### config.mk
export PLATFORM = sky130hd
export DESIGN_NAME = reset_controller
export DESIGN_NICKNAME = d
export VERILOG_FILES = /design/src/hdl/mem_pkg.sv /design/src/hdl/reset_controller.sv
export SDC_FILE = /design/constraint.sdc
export NUM_CORES = 1
export LEC_CHECK = 0
export BUFFER_PORTS_ARGS = -buffer_cell sky130_fd_sc_hd__clkbuf_2
export CAP_MARGIN = 20
export CORE_AREA = 2 2 39 41
export DETAILED_ROUTE_END_ITERATION = 8
export DIE_AREA = 0 0 41 43
export GPL_ROUTABILITY_DRIVEN = 0
export SKIP_CTS_REPAIR_TIMING = 1
export SYNTH_ARGS = -nofsm -noshare
export SYNTH_HDL_FRONTEND = slang
export SYNTH_SLANG_ARGS = --single-unit
### constraint.sdc
create_clock -name clock_i -period 1.6 [get_ports clock_i]
set_input_delay 0.24 -clock clock_i [delete_from_list [all_inputs] [get_ports clock_i]]
set_output_delay 0.24 -clock clock_i [all_outputs]
set_load 0.01 [all_outputs]
### src/hdl/mem_pkg.sv
package mem_pkg;

	// --------------------------------------------------
	// bus widths
	// --------------------------------------------------
	localparam int ADDR_W       = 27;
	localparam int INT_ADDR_W   = 24;
	localparam int DATA_W       = 32;

	// --------------------------------------------------
	// memory banks
	// --------------------------------------------------
	localparam int NUM_BANKS    = 4;
	localparam int BANK_WORDS   = 256;
	localparam int BANK_SEL_LSB = 10;
	localparam int BANK_SEL_W   = $clog2(NUM_BANKS);
	localparam int WORD_IDX_W   = $clog2(BANK_WORDS);
	localparam int BURST_LEN    = 4;
	localparam int BEAT_W       = $clog2(BURST_LEN);
	localparam int BANK_LATENCY = 2;
	localparam int LAT_W        = $clog2(BANK_LATENCY + 1);

	// address map, memory below 64 MB
	localparam logic [ADDR_W-1:0] MEM_LIMIT    = 27'h400_0000;
	localparam logic [ADDR_W-1:0] RST_CFG_ADDR = MEM_LIMIT + 27'd0;

	// reset pulse stretcher
	localparam int RST_PULSE_CYCLES = 16;
	localparam int RST_CNT_W        = $clog2(RST_PULSE_CYCLES + 1);

	// --------------------------------------------------
	// enums
	// --------------------------------------------------
	typedef enum logic [1:0] {TGT_MEM, TGT_RST, TGT_PER} target_e;

	typedef enum logic {M_COMM, M_INT} master_e;

	typedef enum logic [1:0] {R_IDLE, R_ISSUE, R_WAIT} route_state_e;

	typedef enum logic [1:0] {B_IDLE, B_LAT, B_XFER, B_END} bank_state_e;

endpackage

### src/hdl/reset_controller.sv
`timescale 1ns/1ps

module reset_controller
	import mem_pkg::*;
(
	input  logic        clock_i,
	input  logic        rst_n_i,
	input  logic        wr_i,
	input  logic [1:0]  cfg_i,
	output logic [1:0]  cfg_o,
	output logic [1:0]  reset_bus_o
);

	logic [1:0]             cfg_q;
	logic [1:0]             arm;
	logic [RST_CNT_W-1:0]   pulse_cnt;

	// --------------------------------------------------
	// configuration and pulse counter
	// --------------------------------------------------
	always_ff @(posedge clock_i or negedge rst_n_i) begin
		if (!rst_n_i) begin
			cfg_q     <= 2'b00;
			arm       <= 2'b00;
			pulse_cnt <= '0;
		end else begin
			if (wr_i)
				cfg_q <= cfg_i;

			// delay so the pulse starts just after the write completes
			arm <= {arm[0], wr_i};

			if (arm[1])
				pulse_cnt <= RST_CNT_W'(RST_PULSE_CYCLES);
			else if (pulse_cnt != '0)
				pulse_cnt <= pulse_cnt - 1'b1;
		end
	end

	// selected lines high while counting
	assign reset_bus_o = (pulse_cnt != '0) ? cfg_q : 2'b00;

	assign cfg_o = cfg_q;

endmodule

==> metrics <==
status complete, no violations; simple logic cell fraction of the synthesized area 0.192; Static Leak between 0.2 and 0.3 nW; die span in x 41 um; Worst VDD drop 528 uV; initial core utilization 0.288; DRT Wirelength 694 um; setup tns final 0 ns; kind of critical path reg2out; total of max-cap violations 0; post-synthesis compound-gate area fraction 0.104; CTS tree yes; Chip Height between 40 and 50 um; switch share 0.345; Mapped Nets 38; Clock Skew between 0.006 and 0.007 ns; combinational power share 0.410; CTS sink cnt 9; nets@finish 56; initial antenna violation count 0; global-route wire length before repair 1100 um; vias in the first global route 269; FF+latch count, synth 9; Fillers 138; most common cell in the netlist dfrtp_1; I/O pin total 9; Hold Slack 0.128 ns; row count 14; main area contributors after synthesis dfrtp_1 (57%), nor4b_4 (6.0%), mux2_2 (5.7%); Period Utilization, post-route 0.984; Iter 0 DRT Violations 3; vias per cell between 4 and 5; count of cell types in the netlist 16; clk_lat worst skew 0.26 ns; Reg clk slew, reported paths around 0.070 ns; CP startpoint kind flip-flop; Reg2Reg Depth 6; number of synthesized flops with an enable pin 0; RR Startpoint pulse_cnt[0]; Syn-to-layout area delta 35.2%; DIE AREA 1760 sq um; min-delay worst type in2reg; area leader, netlist dfrtp_1; TritonCTS Buffers 3; final core occ 0.389; Mapped Cells 32; Clock Tree Buf Depth 2; top_reg_cell synth dfrtp_1; CP endpoint reset_bus_o[1]; worst r2r dst pulse_cnt[1]; NetSw 0.000320 W; GRT Total Usage 0.0998; core footprint 1380 sq um; routed len/inst 10.7 um; Slew HR 0.813; ys async rst share 1.00; adder-cell area share of the yosys netlist 0.0314; Post-Syn Area 398 sq um; final critical-path required period 1.57 ns; Root Driver clkbuf_4; sequential fraction of the synthesis area 0.566; post-synthesis xor/xnor area fraction 0.0220; Yosys top cell area share 0.566; sequential power share 0.401; synthesized area per cell 12.4 sq um; post-place setup slack 0.169 ns; post-route worst setup slack 0.0263 ns; Crit. End Element primary output; Post-DP HPWL 507 um; Commonest cells post-synth dfrtp_1 (9), inv_1 (3), nor2_1 (3), nor2b_1 (3); largest net degree at the start of global routing 10; YS warnings 0; Fin. Hold Viols 0; fmax approximately 640 MHz; vias post-DR 304; RSZ-0062 raised after global routing yes; final setup vio count 0; Critical Path AT 1.33 ns; DRT antenna net count 0; Worst-Margin Slew 0.279 ns; total gr overflow 0; clock power share 0.190; Max Slew Vio Count 0; drt pass-1 iters 2; H-tree depth 1; share of layout cells above drive strength 1 0.490; R2R setup slack 0.24 ns; Worst Path Max Fanout 4; largest family of logic cells by synthesized area simple AND/OR/NAND/NOR gates; multiplexer share of the synthesized area 0.0566; DRC Markers 0; PD cells 1720 nW/um^2; crit path launch pulse_cnt[0]; diode count 0; Port Buffer Count 8; WP data required 1.36 ns; P_int 0.000607 W
## power groups by stage
stage	clock network (W)	registers (W)	logic [W]
2_1_floorplan	0	0.000354	0.000238
3_3_place_gp	0	0.000370	0.000309
3_5_place_dp	0	0.000369	0.000311
4_1_cts	0.000183	0.000365	0.000313
5_1_grt	0.000196	0.000381	0.000426
6_report	0.000176	0.000371	0.000380
## final cells by class
cell class / count / area (sq um) / share of cell area
inverter: 3 / 11.3 / 0.0209
tap: 16 / 20.0 / 0.0372
sequential: 9 / 225 / 0.419
clock inverter: 1 / 5.00 / 0.00930
clock buffer: 3 / 22.5 / 0.0419
timing repair buffer: 13 / 80.1 / 0.149
multi-input combinational: 20 / 174 / 0.323
## how the worst min path moves through the flow
stage               depth (start not counted)  slack [ns]       end    start
global route                                1        0.12    arm[0]     wr_i
CTS                                         1       -0.18  cfg_o[1]  rst_n_i
finish                                      1        0.13    arm[0]     wr_i
detailed placement                          1        0.11  cfg_o[0]  rst_n_i
global placement                            1        0.11  cfg_o[0]  rst_n_i
floorplan                                   0       -0.06    arm[0]  rst_n_i
## state kept, by name, indices dropped and copies added, names as in the netlist
name	cells
pulse_cnt	5
cfg_o	2
arm	2
## per-layer routing
layer / vias to the layer above / track usage / part of all wire
li1: 144 / - / -
met1: 145 / 0.125 / 0.42
met2: 11 / 0.122 / 0.48
met3: 4 / 0.0209 / 0.049
met4: 0 / 0.120 / 0.049
met5: - / 0 / 0
## cells by family (layout without fill, tap and decap cells)
kind of cell / after synthesis / in the layout
AND/OR/NAND/NOR: 11 / 11
flip-flops: 9 / 9
AO/OA/AOI/OAI: 5 / 5
buffers and inverters: 3 / 20
multiplexers: 2 / 2
adder cells (fa/ha/maj): 1 / 1
XOR/XNOR: 1 / 1
## per-stage QoR
stage / instances / area [sq um] / total power [W]
after floorplan: 32 / 398 / 0.000592
after global placement: 57 / 465 / 0.000679
after detailed placement: 57 / 465 / 0.000680
after CTS: 61 / 493 / 0.000860
after global routing: 65 / 538 / 0.00100
final: 65 / 538 / 0.000927
## worst max-delay path, cell delays in order, from the launching register on
cell and delay, ns:
dfrtp_1 0.39, inv_2 0.08, ha_4 0.13, nor4b_4 0.25
nor2b_1 0.08, buf_2 0.14
## cell usage in the layout (no fill, tap or decap), drive strengths merged
master / instances
clkbuf: 10
dfrtp: 9
buf: 5
nor2b: 3
nor2: 3
inv: 3
mux2: 2
nand2: 2
nor4b: 2
a21o: 2
xnor2: 1
or3: 1
a211o: 1
a21oi: 1
a211oi: 1
ha: 1
clkinv: 1
dlygate4sd3: 1
Note: power is estimated with default switching activity, not from simulation.
